==> config.mk <==
export PLATFORM = sky130hd
export DESIGN_NAME = mipsCore
export DESIGN_NICKNAME = d
export VERILOG_FILES = /design/src/hw/mipsPkg.sv /design/src/hw/alu.sv /design/src/hw/controlDecoder.sv /design/src/hw/fetchUnit.sv /design/src/hw/mipsCore.sv /design/src/hw/registerFile.sv
export VERILOG_INCLUDE_DIRS = /design/src /design/src/hw
export SDC_FILE = /design/constraint.sdc
export NUM_CORES = 2
export LEC_CHECK = 0
export BUFFER_PORTS_ARGS = -buffer_cell sky130_fd_sc_hd__buf_2
export CAP_MARGIN = 25
export CORE_ASPECT_RATIO = 0.6
export CORE_MARGIN = 4
export CORE_UTILIZATION = 45
export DETAILED_ROUTE_END_ITERATION = 6
export PLACE_DENSITY = 0.62
export SKIP_CTS_REPAIR_TIMING = 1
export SYNTH_ARGS = -nofsm -noshare
export SYNTH_HDL_FRONTEND = slang
export SYNTH_SLANG_ARGS = --single-unit
export TNS_END_PERCENT = 50
==> constraint.sdc <==
create_clock -name Clk -period 7.4 [get_ports Clk]
set_input_delay 0.37 -clock Clk [delete_from_list [all_inputs] [get_ports Clk]]
set_output_delay 0.37 -clock Clk [all_outputs]
set_load 0.01 [all_outputs]
==> src/hw/mipsSettings.svh <==
`ifndef MIPS_SETTINGS_SVH
`define MIPS_SETTINGS_SVH

// Machine word, also the width of every address
`define DATA_WIDTH 32

// Register index and register count
`define REG_ADDR_WIDTH 5
`define NUM_REGS 32

// First fetch address after reset
`define RESET_PC 32'h0000_0000

// Instruction field widths
`define OPCODE_WIDTH 6
`define IMM_WIDTH 16
`define TARGET_WIDTH 26

`endif

==> src/hw/mipsPkg.sv <==
`include "mipsSettings.svh"

package mipsPkg;

	typedef enum logic [`OPCODE_WIDTH-1:0] {
		opSpecial = 6'd0, // R-type group, decoded on funct
		opJ = 6'd2,
		opBeq = 6'd4,
		opBne = 6'd5,
		opAddi = 6'd8, // No overflow trap, same as ADDIU
		opAddiu = 6'd9,
		opSlti = 6'd10,
		opAndi = 6'd12,
		opOri = 6'd13,
		opXori = 6'd14,
		opLui = 6'd15,
		opLw = 6'd35,
		opSw = 6'd43
	} opcodeT;

	typedef enum logic [5:0] {
		fnAdd = 6'd32, // Same as ADDU
		fnAddu = 6'd33,
		fnSubu = 6'd35,
		fnAnd = 6'd36,
		fnOr = 6'd37,
		fnXor = 6'd38,
		fnNor = 6'd39,
		fnSlt = 6'd42
	} functT;

	typedef enum logic [3:0] {
		aluAnd = 4'd0,
		aluOr = 4'd1,
		aluAdd = 4'd2,
		aluNor = 4'd3,
		aluXor = 4'd4,
		aluSub = 4'd6,
		aluSlt = 4'd7,
		aluLui = 4'd10
	} aluOpT;

	// One instruction word seen through each of the three formats
	typedef union packed {
		struct packed {
			opcodeT opcode;
			logic [`REG_ADDR_WIDTH-1:0] rs;
			logic [`REG_ADDR_WIDTH-1:0] rt;
			logic [`REG_ADDR_WIDTH-1:0] rd;
			logic [4:0] shamt;
			functT funct;
		} rType;
		struct packed {
			opcodeT opcode;
			logic [`REG_ADDR_WIDTH-1:0] rs;
			logic [`REG_ADDR_WIDTH-1:0] rt;
			logic [`IMM_WIDTH-1:0] imm16;
		} iType;
		struct packed {
			opcodeT opcode;
			logic [`TARGET_WIDTH-1:0] target26;
		} jType;
	} instrT;

	typedef struct packed {
		logic regWrite;
		logic memRead;
		logic memWrite;
		logic memToReg;
		logic regDstRd; // Destination is rd, not rt
		logic aluSrcImm; // ALU B takes the immediate
		logic extendSign;
		logic branchEq;
		logic branchNe;
		logic jump;
		aluOpT aluOp;
	} ctrlT;

endpackage

==> src/hw/alu.sv <==
`timescale 1ns/1ns

`include "mipsSettings.svh"

module alu (
	input mipsPkg::aluOpT aluOp,
	input logic [`DATA_WIDTH-1:0] a,
	input logic [`DATA_WIDTH-1:0] b,
	output logic [`DATA_WIDTH-1:0] result,
	output logic zero
);
	import mipsPkg::*;

	localparam int HALF = `DATA_WIDTH / 2;

	logic lessThan;

	assign lessThan = ($signed(a) < $signed(b)); // Signed compare for SLT

	always_comb begin
		case (aluOp)
			aluAnd: result = a & b;
			aluOr: result = a | b;
			aluAdd: result = a + b;
			aluNor: result = ~(a | b);
			aluXor: result = a ^ b;
			aluSub: result = a - b;
			aluSlt: result = {{(`DATA_WIDTH-1){1'b0}}, lessThan};
			aluLui: result = {b[HALF-1:0], {HALF{1'b0}}}; // Immediate to upper half
			default: result = '0;
		endcase
	end

	assign zero = (result == '0);

endmodule

==> src/hw/controlDecoder.sv <==
`timescale 1ns/1ns

module controlDecoder (
	input mipsPkg::instrT instr,
	output mipsPkg::ctrlT ctrl
);
	import mipsPkg::*;

	always_comb begin
		ctrl = '0; // Inactive word, also the no-op
		case (instr.rType.opcode)
			opSpecial: begin
				ctrl.regWrite = 1'b1;
				ctrl.regDstRd = 1'b1;
				case (instr.rType.funct)
					fnAdd, fnAddu: ctrl.aluOp = aluAdd;
					fnSubu: ctrl.aluOp = aluSub;
					fnAnd: ctrl.aluOp = aluAnd;
					fnOr: ctrl.aluOp = aluOr;
					fnXor: ctrl.aluOp = aluXor;
					fnNor: ctrl.aluOp = aluNor;
					fnSlt: ctrl.aluOp = aluSlt;
					default: ctrl = '0; // Covers the all-zero word
				endcase
			end
			opAddi, opAddiu, opSlti: begin
				ctrl.regWrite = 1'b1;
				ctrl.aluSrcImm = 1'b1;
				ctrl.extendSign = 1'b1;
				ctrl.aluOp = (instr.iType.opcode == opSlti) ? aluSlt : aluAdd;
			end
			opAndi, opOri, opXori: begin
				ctrl.regWrite = 1'b1;
				ctrl.aluSrcImm = 1'b1; // Zero extended
				case (instr.iType.opcode)
					opAndi: ctrl.aluOp = aluAnd;
					opOri: ctrl.aluOp = aluOr;
					default: ctrl.aluOp = aluXor;
				endcase
			end
			opLui: begin
				ctrl.regWrite = 1'b1;
				ctrl.aluSrcImm = 1'b1;
				ctrl.aluOp = aluLui;
			end
			opLw: begin
				ctrl.regWrite = 1'b1;
				ctrl.memRead = 1'b1;
				ctrl.memToReg = 1'b1;
				ctrl.aluSrcImm = 1'b1;
				ctrl.extendSign = 1'b1;
				ctrl.aluOp = aluAdd;
			end
			opSw: begin
				ctrl.memWrite = 1'b1;
				ctrl.aluSrcImm = 1'b1;
				ctrl.extendSign = 1'b1;
				ctrl.aluOp = aluAdd;
			end
			opBeq, opBne: begin
				ctrl.branchEq = (instr.iType.opcode == opBeq);
				ctrl.branchNe = (instr.iType.opcode == opBne);
				ctrl.extendSign = 1'b1; // Offset is signed
				ctrl.aluOp = aluSub;
			end
			opJ: begin
				ctrl.jump = 1'b1;
			end
			default: begin
				ctrl = '0;
			end
		endcase
	end

endmodule

==> src/hw/fetchUnit.sv <==
`timescale 1ns/1ns

`include "mipsSettings.svh"

module fetchUnit (
	input logic Clk,
	input logic rstN,
	input logic branchTaken,
	input logic [`DATA_WIDTH-1:0] branchOffset,
	input logic jump,
	input logic [`TARGET_WIDTH-1:0] jumpTarget,
	output logic [`DATA_WIDTH-1:0] pc
);

	logic [`DATA_WIDTH-1:0] pcPlus4;
	logic [`DATA_WIDTH-1:0] branchAddr;
	logic [`DATA_WIDTH-1:0] jumpAddr;
	logic [`DATA_WIDTH-1:0] nextPc;

	assign pcPlus4 = pc + `DATA_WIDTH'd4;
	assign branchAddr = pcPlus4 + {branchOffset[`DATA_WIDTH-3:0], 2'b00}; // Word offset
	// Region bits come from the incremented PC
	assign jumpAddr = {pcPlus4[`DATA_WIDTH-1:`TARGET_WIDTH+2], jumpTarget, 2'b00};

	always_comb begin
		if (jump)
			nextPc = jumpAddr; // Jump wins over branch
		else if (branchTaken)
			nextPc = branchAddr;
		else
			nextPc = pcPlus4;
	end

	always_ff @(posedge Clk) begin
		if (!rstN) begin
			pc <= `RESET_PC;
		end else begin
			pc <= nextPc;
		end
	end

endmodule

==> src/hw/mipsCore.sv <==
`timescale 1ns/1ns

`include "mipsSettings.svh"

module mipsCore (
	input logic Clk,
	input logic rstN,
	output logic [`DATA_WIDTH-1:0] instrAddr,
	input logic [`DATA_WIDTH-1:0] instr,
	output logic [`DATA_WIDTH-1:0] dataAddr,
	output logic [`DATA_WIDTH-1:0] writeData,
	input logic [`DATA_WIDTH-1:0] readData,
	output logic memWrite,
	output logic memRead
);
	import mipsPkg::*;

	instrT instrWord;
	ctrlT ctrl;
	logic [`DATA_WIDTH-1:0] readData1;
	logic [`DATA_WIDTH-1:0] readData2;
	logic [`DATA_WIDTH-1:0] immExt;
	logic [`DATA_WIDTH-1:0] aluB;
	logic [`DATA_WIDTH-1:0] aluResult;
	logic [`DATA_WIDTH-1:0] regWriteData;
	logic [`REG_ADDR_WIDTH-1:0] writeReg;
	logic zero;
	logic branchTaken;
	logic regWriteEn;

	assign instrWord = instrT'(instr);

	controlDecoder controlDecoder_i (
		.instr(instrWord),
		.ctrl(ctrl)
	);

	// Sign or zero extension of imm16
	assign immExt = ctrl.extendSign ?
		{{(`DATA_WIDTH-`IMM_WIDTH){instrWord.iType.imm16[`IMM_WIDTH-1]}}, instrWord.iType.imm16} :
		{{(`DATA_WIDTH-`IMM_WIDTH){1'b0}}, instrWord.iType.imm16};

	assign writeReg = ctrl.regDstRd ? instrWord.rType.rd : instrWord.rType.rt;
	assign aluB = ctrl.aluSrcImm ? immExt : readData2;
	assign regWriteData = ctrl.memToReg ? readData : aluResult; // Write-back select
	assign regWriteEn = ctrl.regWrite & rstN;

	registerFile registerFile_i (
		.Clk(Clk),
		.readAddr1(instrWord.rType.rs),
		.readAddr2(instrWord.rType.rt),
		.writeAddr(writeReg),
		.writeData(regWriteData),
		.writeEn(regWriteEn),
		.readData1(readData1),
		.readData2(readData2)
	);

	alu alu_i (
		.aluOp(ctrl.aluOp),
		.a(readData1),
		.b(aluB),
		.result(aluResult),
		.zero(zero)
	);

	assign branchTaken = (ctrl.branchEq & zero) | (ctrl.branchNe & ~zero);

	fetchUnit fetchUnit_i (
		.Clk(Clk),
		.rstN(rstN),
		.branchTaken(branchTaken),
		.branchOffset(immExt),
		.jump(ctrl.jump),
		.jumpTarget(instrWord.jType.target26),
		.pc(instrAddr)
	);

	assign dataAddr = aluResult;
	assign writeData = readData2; // Store data is rt
	assign memWrite = ctrl.memWrite & rstN;
	assign memRead = ctrl.memRead & rstN;

endmodule

==> src/hw/registerFile.sv <==
`timescale 1ns/1ns

`include "mipsSettings.svh"

module registerFile (
	input logic Clk,
	input logic [`REG_ADDR_WIDTH-1:0] readAddr1,
	input logic [`REG_ADDR_WIDTH-1:0] readAddr2,
	input logic [`REG_ADDR_WIDTH-1:0] writeAddr,
	input logic [`DATA_WIDTH-1:0] writeData,
	input logic writeEn,
	output logic [`DATA_WIDTH-1:0] readData1,
	output logic [`DATA_WIDTH-1:0] readData2
);

	logic [`DATA_WIDTH-1:0] regs [`NUM_REGS];

	always_ff @(posedge Clk) begin
		if (writeEn && (writeAddr != '0)) begin // Register 0 is never written
			regs[writeAddr] <= writeData;
		end
	end

	always_comb begin
		readData1 = regs[readAddr1];
		readData2 = regs[readAddr2];
		if (readAddr1 == '0)
			readData1 = '0;
		if (readAddr2 == '0)
			readData2 = '0;
	end

endmodule

Word-level counts from Yosys, hierarchy flattened:

Memories as Yosys holds them, arrays and structs flattened.
Cells that the tools add are included.

* output and inout port bits: 98
* word-level logic and storage cells: 89
* bits of input ports: 66
* RAM bits: 1024
* register bits: 32
* memories kept: 1

* reductions and logical operators: 17
* multiplexer cells: 25
* add/subtract/negate cells: 4
* bitwise gates (word level): 12
* equality and inequality tests: 27
* order comparisons: 1

Memory list
* registerFile_i.regs: depth 32, width 32, read ports 2, clocked after memory_dff 0, wr ports 1, line registerFile.sv:16 `` logic [`DATA_WIDTH-1:0] regs [`NUM_REGS]; ``

Operators by type and width (count)
* $pmux 32 s8: 1
* $mux 32: 7
* $add 32x32->32: 2
* $eq 6x6->1 const B: 10
* $eq 6x4->1 const B: 7
* $add 32x3->32 const B: 1
* $and 32x32->32: 1
* $logic_not 32->1: 1
* $lt 32x32->1: 1
* $not 32->32: 1
* $or 32x32->32: 1
* $sub 32x32->32: 1
* $xor 32x32->32: 1
* $pmux 4 s6: 1
* $pmux 3 s6: 1
* $reduce_or 8->1: 2
* $pmux 1 s2: 7
* $eq 4x3->1 const B: 3
* $eq 6x3->1 const B: 2
* $logic_not 5->1: 2
* $mux 10: 1
* $reduce_or 9->1: 1
* $eq 4x2->1 const B: 2
* $reduce_or 2->1: 4
* 17 further kinds: 25

Longest topological paths before layout:

* word-level depth: 15
* depth in mapped cells: 28
* mapped depth without buffers: 23

Cells and area by module:

From an unflattened synthesis, not the netlist that was laid out.

* cells, all modules: 4150
* area, all modules: 58962.8 µm²

By module, submodules not included
* registerFile: area an instance 47904.7 µm², instances 1, cells an instance 2564
* alu: area an instance 6209.7 µm², instances 1, cells an instance 966
* fetchUnit: area an instance 3428.3 µm², instances 1, cells an instance 462
* mipsCore: area an instance 1066.0 µm², instances 1, cells an instance 100
* controlDecoder: area an instance 354.1 µm², instances 1, cells an instance 58

Least setup slack after synthesis:

OpenSTA, ideal clock, no wires.

* path kind: input port to flip-flop
* start: input port instr[21]
* end: register fetchUnit_i.pc[17]
* data required time: 7.270 ns
* library setup time: 0.130 ns
* arrival: 7.229 ns
* cell stages on the path: 28
* slack: 0.040 ns
* cell sequence: clkbuf_1 -> clkbuf_1 -> clkbuf_1 -> buf_1 -> mux4_2 -> mux4_2 -> nand2_1 -> a21o_1 -> inv_1 -> ha_1 -> inv_1 -> fa_1 -> o21bai_2 -> a2111oi_4 -> nor2_1 -> a2111oi_4 -> o21ai_2 -> a31oi_1 -> o21bai_1 -> mux2_1 -> a221oi_1 -> nand2_1 -> or4_4 -> or4_1 -> buf_2 -> nand2_4 -> buf_4 -> o211ai_1

* cells in the longest elaborated chain, start to end: 11

Ends and longest elaborated chain
* start, declared: line mipsCore.sv:9 `` input logic [`DATA_WIDTH-1:0] instr, ``
* $mem_v2 32x32 or $logic_not 5->1 (tied branches)
* $mux 32 *: line registerFile.sv:27 `if (readAddr1 == '0)`
* branches (longest 2 deep; another with $sub 32x32->32)
* $pmux 32 s8 *: line alu.sv:21 `case (aluOp)`
* via dataAddr[30]: line mipsCore.sv:10 `` output logic [`DATA_WIDTH-1:0] dataAddr, ``
* $logic_not 32->1 *: line alu.sv:34 `assign zero = (result == '0);`
* $not 1->1: line mipsCore.sv:67 `assign branchTaken = (ctrl.branchEq & zero) | (ctrl.branchNe & ~zero);`
* $and 1x1->1: line mipsCore.sv:67
* $or 1x1->1 *: line mipsCore.sv:67
* $mux 32 *: line fetchUnit.sv:28 `else if (branchTaken)`
* $mux 32 *: line fetchUnit.sv:26 `if (jump)`
* end signal, assigned: line fetchUnit.sv:36 `` pc <= `RESET_PC; ``
* end signal, assigned: line fetchUnit.sv:38 `pc <= nextPc;`
* end, declared: line fetchUnit.sv:12 `` output logic [`DATA_WIDTH-1:0] pc ``

Mark *: on every way through the listed nets, which the timed path passes.
A chain may end at the register's enable or synchronous reset.

==> impl_metrics.yaml <==
run_status:
  status: "finished clean"
placement:
  dpl.hpwl_um: 136000
  place_inst: 5652
  place_congestion: 1.02
  numPortBuffers: 161
sta:
  worstMarginPinSlew_ns: 1.30
  clock.fmax_mhz: 138
  final-setup-viol-count: 0
  finClkSkew_ns: 0.0496
  hold_slack_ns: 0.00551
  final.period_utilization_pct: 98.0
  slew_headroom_pct: 13.2
  finalHoldViolCount: 0
  finalCriticalPeriod_ns: 7.25
  final.setup.tns_ns: 0
  slew_violations: 0
floorplan:
  initial_utilization_pct: 45.3
  dieArea_um2: 133000
  core.rowCount: 101
  die_h_um: 284
  die_w_um: 468
  core-area_um2: 126000
  num_io_pins: 164
route:
  postRouteAntennaNets: 0
  vias: 38900
  drt_iter0_drc: 6318
  drt_pass1_iterations: 6
  vias_per_cell: 6.66
  drc_errors: 0
  detail_route.wl_per_cell_um: 34.4
  routed_wl_um: 201000
cts:
  root_buffer: "clkbuf_16"
  htree_levels: 3
  cts_tree: "yes"
  clock_path_buffers: 3
  tritoncts.num_buffers: 96
  clkTransAtPathRegs_ns: 0.07
  cts_sinks: 1054
  clk_latency_ns: 0.74
cells_and_area:
  utilization_pct: 53.4
  nNetsFinal: 4261
  layoutNonFillerInstCount: 5838
  drive_above_1_share_pct: 38.1
  area_growth_syn_to_layout_pct: 17.8
pwr:
  p_leak_nw: 23.5
  powerDensity_nw_per_um2: 235
  peakVddDrop_mv: 0.216
yosys:
  synth_flop_cell: "edfxtp_1"
  yosysWarningCount: 0
  synth.avg_cell_area_um2: 16.2
  async_flop_share_pct: 0
  synth_edf_count: 1024
  yosysSeqAreaShare_pct: 54.8
  synthCells: 3524
  synth_area_um2: 57200
  synth_cell_types: 97
  ys_ff_latch: 1054
min_path:
  holdCritPathClass: "input pin to flip-flop"
grt:
  first_global_vias: 37200
  antenna_found_initial: 8
  grt_max_degree: 53
  grt_overflow: 0
  grt_usage_pct: 30.0
  grt_pass1_wl_um: 281000
setup_path:
  worst-path-max-fanout: 5
  cp-end-kind: "flip-flop"
  cpPeakStageDelay_ns: 0.50
  cpMostUsedCell: "buf_4"
  crit_path_start_kind: "flip-flop"
  crit_path_top_delay_cell: "mux4_2"
  worst-setup-path-type: "flip-flop to flip-flop"
  required_ns: 8.00
  worstPathArrival_ns: 7.85
run:
  max-cap-violations: 0
layout by cell type (no fill, tap or decap), drive strengths merged, types with 15 or more instances in the layout:
cell	Yosys	final
nand4	19	19
dfxtp	30	30
xnor2	53	53
a31oi	26	26
o21a	17	17
a21oi	155	155
ha	131	131
nor2	169	169
mux2i	62	62
o211ai	48	48
nand3	37	37
xor2	23	23
a221oi	15	15
clkbuf	149	117
a21o	46	46
mux4	638	638
inv	118	124
a221o	19	19
o31ai	19	19
mux2	30	30
edfxtp	1024	1024
a211oi	31	31
nand2	170	170
buf	112	666
o21ai	68	68
clkinv	0	30
nand2b	55	55
nor3	51	51
conb	1	34
through the flow:
step	setup WS (ns)	instance area, um^2	power, mW
floorplan	0.0404	57400	9.03
global placement	-0.593	63900	10.7
detailed placement	-0.611	64000	10.7
CTS	-0.456	67200	15.7
global route	-0.00716	67400	16.4
finish	0.150	67400	15.8
sequential cells by signal, indices dropped and copies added, names as in the netlist:
name / count
registerFile_i.regs: 1024
fetchUnit_i.pc: 30
worst paths after layout:
path / from / to / slack [ns] / cells after the start
max: registerFile_i.regs[18][0]$_DFFE_PP_ / fetchUnit_i.pc[21]$_SDFF_PN0_ / 0.15 / 28
min: rstN / fetchUnit_i.pc[31]$_SDFF_PN0_ / 0.006 / 3
min reg2reg: fetchUnit_i.pc[31]$_SDFF_PN0_ / fetchUnit_i.pc[31]$_SDFF_PN0_ / 0.59 / 3
max reg2reg: registerFile_i.regs[18][0]$_DFFE_PP_ / fetchUnit_i.pc[21]$_SDFF_PN0_ / 0.15 / 28
kinds of logic after synthesis:
logic type	count (synthesis)	synth area share [%]
and+or+nand+nor	601	5.06
xor gates and xnor gates	76	1.16
other	1	0.00655
muxes	730	26.8
buffers and inverters	379	2.64
DFF	1054	54.8
AOI/OAI and AO/OA	548	6.62
adders and majority gates	135	2.99
power by group:
part	switching, mW	internal, mW
clock network	2.31	2.77
registers	0.0260	7.03
logic	2.23	1.47
synthesized netlist by cell type, types with 29 or more instances:
master	count	share of area, %
a211oi_1	31	0.41
a21o_1	46	0.60
a21oi_1	153	1.3
buf_1	68	0.45
buf_2	33	0.29
clkbuf_1	149	0.98
dfxtp_1	30	1.0
edfxtp_1	1024	54
ha_1	131	2.9
inv_1	118	0.77
mux2_2	29	0.57
mux2i_1	62	1.1
mux4_2	638	25
nand2_1	169	1.1
nand2b_1	55	0.60
nand3_1	37	0.32
nor2_1	168	1.1
nor3_1	51	0.45
o211ai_1	48	0.63
o21ai_0	61	0.53
xnor2_1	53	0.81
layout make-up:
type	instances	area, um^2
fill	10100	58900
timing repair buffer	667	5410
inverter	118	448
clock inverter	53	651
sequential	1054	31400
multi-input combinational	2124	25000
tap	1699	2130
clock buffer	117	2480
antenna	6	15.0
critical path, delay by kind of cell (launching register included):
family / cells / cell delay (ns)
AO/OA/AOI/OAI: 6 / 1.84
AND/OR/NAND/NOR: 8 / 1.71
multiplexers: 4 / 1.45
buffers and inverters: 8 / 1.09
adder cells (fa/ha/maj): 2 / 0.61
flip-flops: 1 / 0.42
metal layers:
layer,up-vias,GRT usage [%],part of all wire (%)
li1,15600,-,-
met1,20100,45.5,41
met2,2757,39.7,40
met3,332,12.2,15
met4,4,8.22,3.3
met5,-,0,0.017
Power figures use the tool's default switching activity.
